--- config.mk ---
export PLATFORM = sky130hd
export DESIGN_NAME = axil_rd_interconnect
export DESIGN_NICKNAME = d
export VERILOG_FILES = /design/src/verilog/axil_pkg.sv /design/src/verilog/axil_map_pkg.sv /design/src/verilog/axil_rd_if.sv /design/src/verilog/axil_rd_master_port.sv /design/src/verilog/axil_rd_decerr.sv /design/src/verilog/axil_rd_arbiter.sv /design/src/verilog/axil_rd_crossbar.sv /design/src/verilog/axil_rd_interconnect.sv
export SDC_FILE = /design/constraint.sdc
export NUM_CORES = 1
export LEC_CHECK = 0
export BUFFER_PORTS_ARGS = -buffer_cell sky130_fd_sc_hd__buf_4
export CORE_AREA = 4 4 161 163
export CTS_BUF_LIST = sky130_fd_sc_hd__clkbuf_4
export DETAILED_ROUTE_END_ITERATION = 16
export DIE_AREA = 0 0 165 167
export PLACE_DENSITY_LB_ADDON = 0.1
export SLEW_MARGIN = 40
export SYNTH_ARGS = -nofsm -noshare
export SYNTH_HDL_FRONTEND = slang
export SYNTH_SLANG_ARGS = --single-unit
--- constraint.sdc ---
create_clock -name aclk -period 4.92 [get_ports aclk]
set_clock_uncertainty 0.1 [all_clocks]
set_input_delay 0.738 -clock aclk [delete_from_list [all_inputs] [get_ports aclk]]
set_output_delay 0.738 -clock aclk [all_outputs]
set_load 0.02 [all_outputs]
--- src/verilog/axil_pkg.sv ---
package axil_pkg;

    localparam int ADDR_WIDTH = 32;
    localparam int DATA_WIDTH = 32;

    typedef logic [ADDR_WIDTH-1:0] addr_t;
    typedef logic [DATA_WIDTH-1:0] data_t;

    // Read response codes, EXOKAY has no use in AXI4-Lite
    typedef enum logic [1:0] {
        OKAY   = 2'b00,
        SLVERR = 2'b10,
        DECERR = 2'b11
    } resp_e;

    // Handshake progress of one read
    typedef enum logic [1:0] {
        IDLE = 2'd0,
        ADDR = 2'd1,
        RESP = 2'd2
    } txn_state_e;

endpackage

--- src/verilog/axil_map_pkg.sv ---
package axil_map_pkg;

    // Default interconnect size
    localparam int DEF_NUM_MASTERS = 2;
    localparam int DEF_NUM_SLAVES  = 4;

    // Default address map, one 4 KiB window per slave
    localparam axil_pkg::addr_t DEF_SLAVE_BASE [DEF_NUM_SLAVES] = '{
        32'h0000_0000,
        32'h0000_1000,
        32'h0000_2000,
        32'h0000_3000
    };

    localparam axil_pkg::addr_t DEF_SLAVE_RANGE [DEF_NUM_SLAVES] = '{
        default: 32'h0000_1000
    };

    // Indices into the default master and slave sets
    typedef logic [$clog2(DEF_NUM_MASTERS)-1:0] mst_idx_t;
    typedef logic [$clog2(DEF_NUM_SLAVES)-1:0]  slv_idx_t;

endpackage

--- src/verilog/axil_rd_if.sv ---
`timescale 1ns/1ps

interface axil_rd_if;

    import axil_pkg::*;

    // Read address channel
    addr_t          araddr;
    logic           arvalid;
    logic           arready;

    // Read data channel
    data_t          rdata;
    logic   [1:0]   rresp;
    logic           rvalid;
    logic           rready;

    // Side that issues reads
    modport mst (
        output araddr,
        output arvalid,
        input  arready,
        input  rdata,
        input  rresp,
        input  rvalid,
        output rready
    );

    // Side that answers reads
    modport slv (
        input  araddr,
        input  arvalid,
        output arready,
        output rdata,
        output rresp,
        output rvalid,
        input  rready
    );

endinterface

--- src/verilog/axil_rd_master_port.sv ---
`timescale 1ns/1ps

module axil_rd_master_port #(
    parameter int               NUM_SLAVES                  = 4,
    parameter axil_pkg::addr_t  SLAVE_BASE  [NUM_SLAVES]    = '{default: '0},
    parameter axil_pkg::addr_t  SLAVE_RANGE [NUM_SLAVES]    = '{default: '0}
) (
    input  logic                    aclk,
    input  logic                    reset,
    axil_rd_if.slv                  up,
    axil_rd_if.mst                  xbar,
    axil_rd_if.mst                  err,
    output logic [NUM_SLAVES-1:0]   request
);

    import axil_pkg::*;

    txn_state_e                 state;
    logic   [NUM_SLAVES-1:0]    hit;
    logic                       miss;
    logic                       route_err;
    logic                       to_err;
    logic                       idle;

    ////////////////////////////////////////////////////////////////////////////
    // Address decode
    ////////////////////////////////////////////////////////////////////////////

    always_comb begin
        for (int s = 0; s < NUM_SLAVES; s++) begin
            hit[s] = (up.araddr >= SLAVE_BASE[s]) &&
                     ((up.araddr - SLAVE_BASE[s]) < SLAVE_RANGE[s]);
        end
    end

    assign idle = (state == IDLE);
    assign miss = ~|hit;

    // Live decode while idle, latched route once the address is taken
    assign to_err = idle ? miss : route_err;

    // Only a waiting address competes for a slave
    assign request = (idle && up.arvalid) ? hit : '0;

    ////////////////////////////////////////////////////////////////////////////
    // Steering
    ////////////////////////////////////////////////////////////////////////////

    assign xbar.araddr  = up.araddr;
    assign xbar.arvalid = idle && up.arvalid && !to_err;
    assign xbar.rready  = up.rready && !to_err;

    assign err.araddr   = up.araddr;
    assign err.arvalid  = idle && up.arvalid && to_err;
    assign err.rready   = up.rready && to_err;

    // No second address accepted while a read is in flight
    assign up.arready   = idle && (to_err ? err.arready : xbar.arready);
    assign up.rvalid    = to_err ? err.rvalid : xbar.rvalid;
    assign up.rdata     = to_err ? err.rdata  : xbar.rdata;
    assign up.rresp     = to_err ? err.rresp  : xbar.rresp;

    ////////////////////////////////////////////////////////////////////////////
    // Transaction tracking
    ////////////////////////////////////////////////////////////////////////////

    always_ff @(posedge aclk) begin
        if (reset) begin
            state     <= IDLE;
            route_err <= 1'b0;
        end else begin
            case (state)
                IDLE: begin
                    if (up.arvalid && up.arready) begin
                        state     <= RESP;
                        route_err <= miss;
                    end
                end
                RESP: begin
                    if (up.rvalid && up.rready) begin
                        state <= IDLE;
                    end
                end
                default: state <= IDLE;
            endcase
        end
    end

endmodule

--- src/verilog/axil_rd_decerr.sv ---
`timescale 1ns/1ps

module axil_rd_decerr (
    input  logic    aclk,
    input  logic    reset,
    axil_rd_if.slv  port
);

    import axil_pkg::*;

    txn_state_e state;

    // Address accepted one cycle after it shows up
    assign port.arready = (state == ADDR);

    // Unmapped reads always answer with zero data
    assign port.rvalid  = (state == RESP);
    assign port.rdata   = '0;
    assign port.rresp   = DECERR;

    always_ff @(posedge aclk) begin
        if (reset) begin
            state <= IDLE;
        end else begin
            case (state)
                IDLE: begin
                    if (port.arvalid) begin
                        state <= ADDR;
                    end
                end
                ADDR: begin
                    if (port.arvalid) begin
                        state <= RESP;
                    end
                end
                RESP: begin
                    // Response held until the master takes it
                    if (port.rready) begin
                        state <= IDLE;
                    end
                end
                default: state <= IDLE;
            endcase
        end
    end

endmodule

--- src/verilog/axil_rd_arbiter.sv ---
`timescale 1ns/1ps

module axil_rd_arbiter #(
    parameter int NUM_MASTERS = 2
) (
    input  logic                    aclk,
    input  logic                    reset,
    input  logic [NUM_MASTERS-1:0]  request,
    output logic [NUM_MASTERS-1:0]  grant,
    input  logic                    rvalid,
    input  logic                    rready
);

    import axil_pkg::*;

    txn_state_e                 state;
    logic   [NUM_MASTERS-1:0]   pick;

    // Lowest set bit wins
    assign pick = request & (~request + NUM_MASTERS'(1));

    always_ff @(posedge aclk) begin
        if (reset) begin
            state <= IDLE;
            grant <= '0;
        end else begin
            case (state)
                IDLE: begin
                    if (|request) begin
                        state <= RESP;
                        grant <= pick;
                    end
                end
                RESP: begin
                    // Slave owned until its read data is taken
                    if (rvalid && rready) begin
                        state <= IDLE;
                        grant <= '0;
                    end
                end
                default: begin
                    state <= IDLE;
                    grant <= '0;
                end
            endcase
        end
    end

endmodule

--- src/verilog/axil_rd_crossbar.sv ---
`timescale 1ns/1ps

module axil_rd_crossbar #(
    parameter int NUM_MASTERS = 2,
    parameter int NUM_SLAVES  = 4
) (
    input  logic [NUM_MASTERS-1:0]  grant       [NUM_SLAVES],
    axil_rd_if.slv                  mst_side    [NUM_MASTERS],
    axil_rd_if.mst                  slv_side    [NUM_SLAVES]
);

    import axil_pkg::*;

    addr_t          mst_araddr  [NUM_MASTERS];
    logic           mst_arvalid [NUM_MASTERS];
    logic           mst_arready [NUM_MASTERS];
    data_t          mst_rdata   [NUM_MASTERS];
    logic   [1:0]   mst_rresp   [NUM_MASTERS];
    logic           mst_rvalid  [NUM_MASTERS];
    logic           mst_rready  [NUM_MASTERS];

    addr_t          slv_araddr  [NUM_SLAVES];
    logic           slv_arvalid [NUM_SLAVES];
    logic           slv_arready [NUM_SLAVES];
    data_t          slv_rdata   [NUM_SLAVES];
    logic   [1:0]   slv_rresp   [NUM_SLAVES];
    logic           slv_rvalid  [NUM_SLAVES];
    logic           slv_rready  [NUM_SLAVES];

    ////////////////////////////////////////////////////////////////////////////
    // Interface unpacking
    ////////////////////////////////////////////////////////////////////////////

    for (genvar m = 0; m < NUM_MASTERS; m++) begin : g_mst
        assign mst_araddr[m]        = mst_side[m].araddr;
        assign mst_arvalid[m]       = mst_side[m].arvalid;
        assign mst_rready[m]        = mst_side[m].rready;
        assign mst_side[m].arready  = mst_arready[m];
        assign mst_side[m].rdata    = mst_rdata[m];
        assign mst_side[m].rresp    = mst_rresp[m];
        assign mst_side[m].rvalid   = mst_rvalid[m];
    end

    for (genvar s = 0; s < NUM_SLAVES; s++) begin : g_slv
        assign slv_side[s].araddr   = slv_araddr[s];
        assign slv_side[s].arvalid  = slv_arvalid[s];
        assign slv_side[s].rready   = slv_rready[s];
        assign slv_arready[s]       = slv_side[s].arready;
        assign slv_rdata[s]         = slv_side[s].rdata;
        assign slv_rresp[s]         = slv_side[s].rresp;
        assign slv_rvalid[s]        = slv_side[s].rvalid;
    end

    ////////////////////////////////////////////////////////////////////////////
    // Routing
    ////////////////////////////////////////////////////////////////////////////

    // Master to slave, AR and rready of the granted master
    always_comb begin
        for (int s = 0; s < NUM_SLAVES; s++) begin
            slv_araddr[s]  = '0;
            slv_arvalid[s] = 1'b0;
            slv_rready[s]  = 1'b0;
            for (int m = 0; m < NUM_MASTERS; m++) begin
                if (grant[s][m]) begin
                    slv_araddr[s]  = mst_araddr[m];
                    slv_arvalid[s] = mst_arvalid[m];
                    slv_rready[s]  = mst_rready[m];
                end
            end
        end
    end

    // Slave to master, zeros unless some slave granted this master
    always_comb begin
        for (int m = 0; m < NUM_MASTERS; m++) begin
            mst_arready[m] = 1'b0;
            mst_rdata[m]   = '0;
            mst_rresp[m]   = '0;
            mst_rvalid[m]  = 1'b0;
            for (int s = 0; s < NUM_SLAVES; s++) begin
                if (grant[s][m]) begin
                    mst_arready[m] = slv_arready[s];
                    mst_rdata[m]   = slv_rdata[s];
                    mst_rresp[m]   = slv_rresp[s];
                    mst_rvalid[m]  = slv_rvalid[s];
                end
            end
        end
    end

endmodule

--- src/verilog/axil_rd_interconnect.sv ---
`timescale 1ns/1ps

module axil_rd_interconnect #(
    parameter int               NUM_MASTERS             = axil_map_pkg::DEF_NUM_MASTERS,
    parameter int               NUM_SLAVES              = axil_map_pkg::DEF_NUM_SLAVES,
    parameter axil_pkg::addr_t  SLAVE_BASE  [NUM_SLAVES] = axil_map_pkg::DEF_SLAVE_BASE,
    parameter axil_pkg::addr_t  SLAVE_RANGE [NUM_SLAVES] = axil_map_pkg::DEF_SLAVE_RANGE
) (
    input  logic                aclk,
    input  logic                reset,

    // Master ports
    input  axil_pkg::addr_t     m_araddr    [NUM_MASTERS],
    input  logic                m_arvalid   [NUM_MASTERS],
    output logic                m_arready   [NUM_MASTERS],
    output axil_pkg::data_t     m_rdata     [NUM_MASTERS],
    output logic    [1:0]       m_rresp     [NUM_MASTERS],
    output logic                m_rvalid    [NUM_MASTERS],
    input  logic                m_rready    [NUM_MASTERS],

    // Slave ports
    output axil_pkg::addr_t     s_araddr    [NUM_SLAVES],
    output logic                s_arvalid   [NUM_SLAVES],
    input  logic                s_arready   [NUM_SLAVES],
    input  axil_pkg::data_t     s_rdata     [NUM_SLAVES],
    input  logic    [1:0]       s_rresp     [NUM_SLAVES],
    input  logic                s_rvalid    [NUM_SLAVES],
    output logic                s_rready    [NUM_SLAVES]
);

    logic   [NUM_SLAVES-1:0]    request     [NUM_MASTERS];
    logic   [NUM_MASTERS-1:0]   slv_request [NUM_SLAVES];
    logic   [NUM_MASTERS-1:0]   grant       [NUM_SLAVES];

    axil_rd_if up_if   [NUM_MASTERS] ();
    axil_rd_if xbar_if [NUM_MASTERS] ();
    axil_rd_if err_if  [NUM_MASTERS] ();
    axil_rd_if slv_if  [NUM_SLAVES]  ();

    ////////////////////////////////////////////////////////////////////////////
    // Input side
    ////////////////////////////////////////////////////////////////////////////

    for (genvar m = 0; m < NUM_MASTERS; m++) begin : g_master
        assign up_if[m].araddr  = m_araddr[m];
        assign up_if[m].arvalid = m_arvalid[m];
        assign up_if[m].rready  = m_rready[m];
        assign m_arready[m]     = up_if[m].arready;
        assign m_rdata[m]       = up_if[m].rdata;
        assign m_rresp[m]       = up_if[m].rresp;
        assign m_rvalid[m]      = up_if[m].rvalid;

        axil_rd_master_port #(
            .NUM_SLAVES     (NUM_SLAVES),
            .SLAVE_BASE     (SLAVE_BASE),
            .SLAVE_RANGE    (SLAVE_RANGE)
        ) u_master_port (
            .aclk           (aclk),
            .reset          (reset),
            .up             (up_if[m]),
            .xbar           (xbar_if[m]),
            .err            (err_if[m]),
            .request        (request[m])
        );

        axil_rd_decerr u_decerr (
            .aclk           (aclk),
            .reset          (reset),
            .port           (err_if[m])
        );
    end

    // Per-master requests turned into per-slave request vectors
    for (genvar s = 0; s < NUM_SLAVES; s++) begin : g_req_s
        for (genvar m = 0; m < NUM_MASTERS; m++) begin : g_req_m
            assign slv_request[s][m] = request[m][s];
        end
    end

    ////////////////////////////////////////////////////////////////////////////
    // Arbitration and crossbar
    ////////////////////////////////////////////////////////////////////////////

    for (genvar s = 0; s < NUM_SLAVES; s++) begin : g_slave
        axil_rd_arbiter #(
            .NUM_MASTERS    (NUM_MASTERS)
        ) u_arbiter (
            .aclk           (aclk),
            .reset          (reset),
            .request        (slv_request[s]),
            .grant          (grant[s]),
            .rvalid         (slv_if[s].rvalid),
            .rready         (slv_if[s].rready)
        );

        // Slave ports broken out of the crossbar interfaces
        assign s_araddr[s]      = slv_if[s].araddr;
        assign s_arvalid[s]     = slv_if[s].arvalid;
        assign s_rready[s]      = slv_if[s].rready;
        assign slv_if[s].arready = s_arready[s];
        assign slv_if[s].rdata   = s_rdata[s];
        assign slv_if[s].rresp   = s_rresp[s];
        assign slv_if[s].rvalid  = s_rvalid[s];
    end

    axil_rd_crossbar #(
        .NUM_MASTERS    (NUM_MASTERS),
        .NUM_SLAVES     (NUM_SLAVES)
    ) u_crossbar (
        .grant          (grant),
        .mst_side       (xbar_if),
        .slv_side       (slv_if)
    );

endmodule

==> summary.md <==
| Metric | Value |
|---|---|
| Required time at the endpoint of the critical path | between 4 and 5 ns |
| Y dimension of the die | 167 um |
| Sequential share of the synthesized area | 0.0590 |
| End point of the worst hold path | g_master[1].u_decerr.state[0] |
| Total detailed-routing wirelength | 38.3 mm |
| Largest stage delay on the critical path | 0.48 ns |
| Reg2reg setup slack | 2.42 ns |
| Total instance count after detailed placement | 1,710 |
| Layout-stage area growth over the synthesis result | 48.5% |
| Hold Crit Class | reg2reg |
| Post-synthesis sequential element count | 20 |
| Cell internal power dissipation | 434 uW |
| Pre-CTS setup slack | ~0.32 ns |
| Number of standard-cell rows in the floorplan | 57 |
| CTS clk-pin slew, worst paths | 0.14 ns |
| Number of antenna violations at the first check in global routing | 0 |
| Remaining max-slew budget at the tightest pin | 0.451 |
| Final core utilization | 0.415 |
| DR vias | ~10,000 |
| Fraction of the mapped netlist area in compound gates | 0.492 |
| Critical Path Most Common Cell | sky130_fd_sc_hd__buf_4 |
| Hold Vio Cnt, Final | 0 |
| Unrepaired setup endpoints after global routing | no |
| Weighted congestion at the end of routability-driven global placement | between 0.9 and 1 |
| Dominant combinational cell family by area after synthesis | compound AO/OA/AOI/OAI gates |
| Worst Path Class, Setup | in2out |
| Critical path cell sequence | buf_4 -> inv_1 -> ha_1 -> a2111oi_1 -> xor2_1 -> nor4b_1 -> nand3_1 -> o22ai_4 -> nor3_2 -> nand2b_1 -> o31ai_1 -> buf_4 |
| Critical path's top delay family | compound AO/OA/AOI/OAI gates |
| Sequential share of power | 0.238 |
| Data arrival at the endpoint of the critical path | 3.80 ns |
| Number of cells on the worst hold path | 1 |
| Crit path max-delay cell type | sky130_fd_sc_hd__a2111oi_1 |
| Power share of the clock group | 0.195 |
| Synth area leader | sky130_fd_sc_hd__a22o_1 |
| Standby leakage power | 4.32 nW |
| CTS Buffer Depth | 2 |
| Final Cycle Share | 0.942 |
| Worst reg2reg path endpoint | g_master[0].u_master_port.state[1] |
| Vias per cell | 5.93 |
| Number of buffers added to fix hold violations after cts | 0 |
| Max IR drop VDD | 73.6 uV |
| Highest clock frequency the design can meet | 216 MHz |
| Origin of the critical flop-to-flop path | g_slave[1].u_arbiter.grant[0] |
| Depth of the worst register-to-register path | 8 |
| Simple-gate area share of the yosys netlist | 0.303 |
| Area share of fa/ha/maj cells after synthesis | 0.0111 |
| Setup ws final | roughly 0.29 ns |
| Largest fanout on the critical path | 11 |
| Slew of the pin with the lowest slew margin | 0.822 ns |
| Category of the worst setup path capture point | output pin |
| Fraction of synthesized cell area taken by the top area cell type | 0.165 |
| Synthesized netlist net count | ~1,300 |
| Power, Total | 740 uW |
| Post-detailed-route wirelength per cell | 22.3 um |
| Synth async-reset ratio | 0 |
| Total DRC errors in the routed layout | 0 |
| CTS tree | built |
| Total global routing track utilization | 0.257 |
| Clk_lat worst skew | about 0.33 ns |
| Diodes inserted | 0 |
| Fillers | 2,603 |
| Area contributors post-synth | sky130_fd_sc_hd__a22o_1, sky130_fd_sc_hd__nor2_1, sky130_fd_sc_hd__a21oi_1 |
| Power per Cell Area | 73.3 nW/um2 |
| Postcts setup bufs | 0 |
| Post-Synthesis Mean Instance Area | 6.32 um2 |
| Proportion of synthesized area in mux cells | 0.0131 |
| Iteration count of the initial detailed-routing pass | 5 |
| Layout cells sized above 1 | 0.353 |
| Nets | 1,611 |
| CTS Root Buffer Type | sky130_fd_sc_hd__clkbuf_4 |
| Area of the die | 27,600 um2 |
| Cell count after synthesis | 1,074 |
| Start point of the worst hold path | g_master[1].u_decerr.state[1] |
| Violation count after the first detailed-routing iteration | approximately 1,000 |
| Core Region | 24,300 um2 |
| First-pass GRT wire length | 57.4 mm |
| Commonest non-fill, non-tap cell in the layout | sky130_fd_sc_hd__buf_4 |
| Post-cts sizing count | 0 |
| Number of flops mapped to enable cells by yosys | 0 |
| Run status | finished, final reports clean |
| Setup Viol. Count Final | 0 |
| TritonCTS Sinks | 20 |
| CTS H-tree lvls | 1 |
| Warnings from Yosys | 0 |
| Number of buffers added on ports | 421 |
| Sw frac | 0.413 |
| Number of distinct library cell variants in the gate-level netlist after synthesis | between 80 and 90 |
| CTS buffer count | 3 |
| Count of pins on the block boundary | 422 |
| Number of global-route vias before repair | around 9,600 |
| Half-perimeter wire length after detailed placement | 28.7 mm |
| Post-route ant nets | 0 |
| Initial cell density of the core | 0.279 |
| Non-filler cells, final | 1,714 |
| Leading cell types in the layout, fill and taps excluded | sky130_fd_sc_hd__buf_4, sky130_fd_sc_hd__nor2_1, sky130_fd_sc_hd__a22o_1 |
| Xor and xnor area share after synthesis | 0.0181 |
| Post-synthesis instance area | 6790 um2 |
| MaxCap Viol Count | 0 |
| Launching element type of the critical path | input pin |
| Combined buffer and inverter count along the critical path | 3 |
| DIE WIDTH | 165 um |
| Dominant register cell in the synthesized netlist | sky130_fd_sc_hd__dfxtp_1 |
| Final sum of negative setup slack | 0 ns |
| Comb power frac | 0.567 |
| Total gr overflow | 0 |
| P_sw | 306 uW |
| Max-slew violation total from the final report | 0 |
| Maximum number of pins on one net before global-route repair | 73 |
| Time the final worst path needs with I/O delays and setup | 4.63 ns |
-- power by group through the flow --
stage	clock network (mW)	logic, mW	registers [mW]
after floorplan	0	0.184	0.179
after global placement	0	0.411	0.180
after detailed placement	0	0.414	0.180
after CTS	0.146	0.415	0.176
after global routing	0.154	0.453	0.177
final	0.144	0.419	0.176
-- worst max-delay path by stage --
stage / endpoint / depth (start not counted) / slack, ns / from
6_report: s_arvalid[1] / 12 / 0.29 / m_araddr[46]
2_1_floorplan: m_arready[0] / 12 / 0.53 / m_araddr[14]
4_1_cts: s_arvalid[2] / 12 / 0.30 / m_araddr[46]
3_3_place_gp: s_arvalid[2] / 12 / 0.39 / m_araddr[46]
3_5_place_dp: s_arvalid[2] / 12 / 0.32 / m_araddr[46]
5_1_grt: s_arvalid[1] / 12 / 0.05 / m_araddr[46]
-- state kept, by name (all words and copies together), names as in the netlist --
register and cells:
g_master.u_decerr.state 4, g_slave.u_arbiter.state 4, g_master.u_master_port.state 2, g_master.u_master_port.route_err 2, g_slave.u_arbiter.grant 8
-- layout make-up --
type / count / area [um2] / share of cell area
multi-input cells: 890 / 5720 / 0.568
well taps: 324 / 405 / 0.0402
inverters: 25 / 93.8 / 0.00931
repair buffers: 451 / 3400 / 0.337
flip-flops and latches: 20 / 410 / 0.0407
clock inverters: 1 / 30.0 / 0.00298
clock buffers: 3 / 22.5 / 0.00223
-- synthesized netlist by cell type (5+ instances only) --
cell                       number
sky130_fd_sc_hd__a211oi_1       7
sky130_fd_sc_hd__dfxtp_1       20
sky130_fd_sc_hd__or4_1          6
sky130_fd_sc_hd__o31ai_1        5
sky130_fd_sc_hd__nand2_1       38
sky130_fd_sc_hd__buf_4         13
sky130_fd_sc_hd__a221oi_1       5
sky130_fd_sc_hd__buf_1          9
sky130_fd_sc_hd__o21ai_0       53
sky130_fd_sc_hd__nor4b_1       10
sky130_fd_sc_hd__nor2_1       200
sky130_fd_sc_hd__nand4_1       25
sky130_fd_sc_hd__or3_1          7
sky130_fd_sc_hd__xnor2_1       11
sky130_fd_sc_hd__o211ai_1       6
sky130_fd_sc_hd__nor2b_1       16
sky130_fd_sc_hd__a21oi_1      114
sky130_fd_sc_hd__a31oi_1       10
sky130_fd_sc_hd__nand2b_1       9
sky130_fd_sc_hd__a22oi_1       35
sky130_fd_sc_hd__buf_2          9
sky130_fd_sc_hd__a221o_1       35
sky130_fd_sc_hd__ha_1           6
sky130_fd_sc_hd__a22o_1       128
sky130_fd_sc_hd__a211o_1        5
sky130_fd_sc_hd__inv_1         25
sky130_fd_sc_hd__nand3_1       14
sky130_fd_sc_hd__clkbuf_1     104
sky130_fd_sc_hd__nor4_1        22
sky130_fd_sc_hd__and2_1         6
sky130_fd_sc_hd__nor3_1        25
-- routing by layer --
layer  part of all wire  track usage  up-vias
li1                   -            -     4758
met1               0.41        0.328     4879
met2               0.49        0.444      460
met3              0.074       0.0470       62
met4              0.027       0.0655        0
met5                  0            0        -
-- through the flow --
stage / instance area [um2] / hold WS [ns]
floorplan: 6790 / 0.304
global placement: 10000 / 0.314
detailed placement: 10000 / 0.331
CTS: 10100 / 0.346
global route: 10100 / 0.386
finish: 10100 / 0.345
-- logic make-up after synthesis --
logic type / Yosys count
XOR/XNOR: 14
buffers and inverters: 164
multiplexers: 8
AO/OA/AOI/OAI: 454
AND/OR/NAND/NOR: 408
flip-flops: 20
adder cells (fa/ha/maj): 6
(Power assumes the default switching activity.)
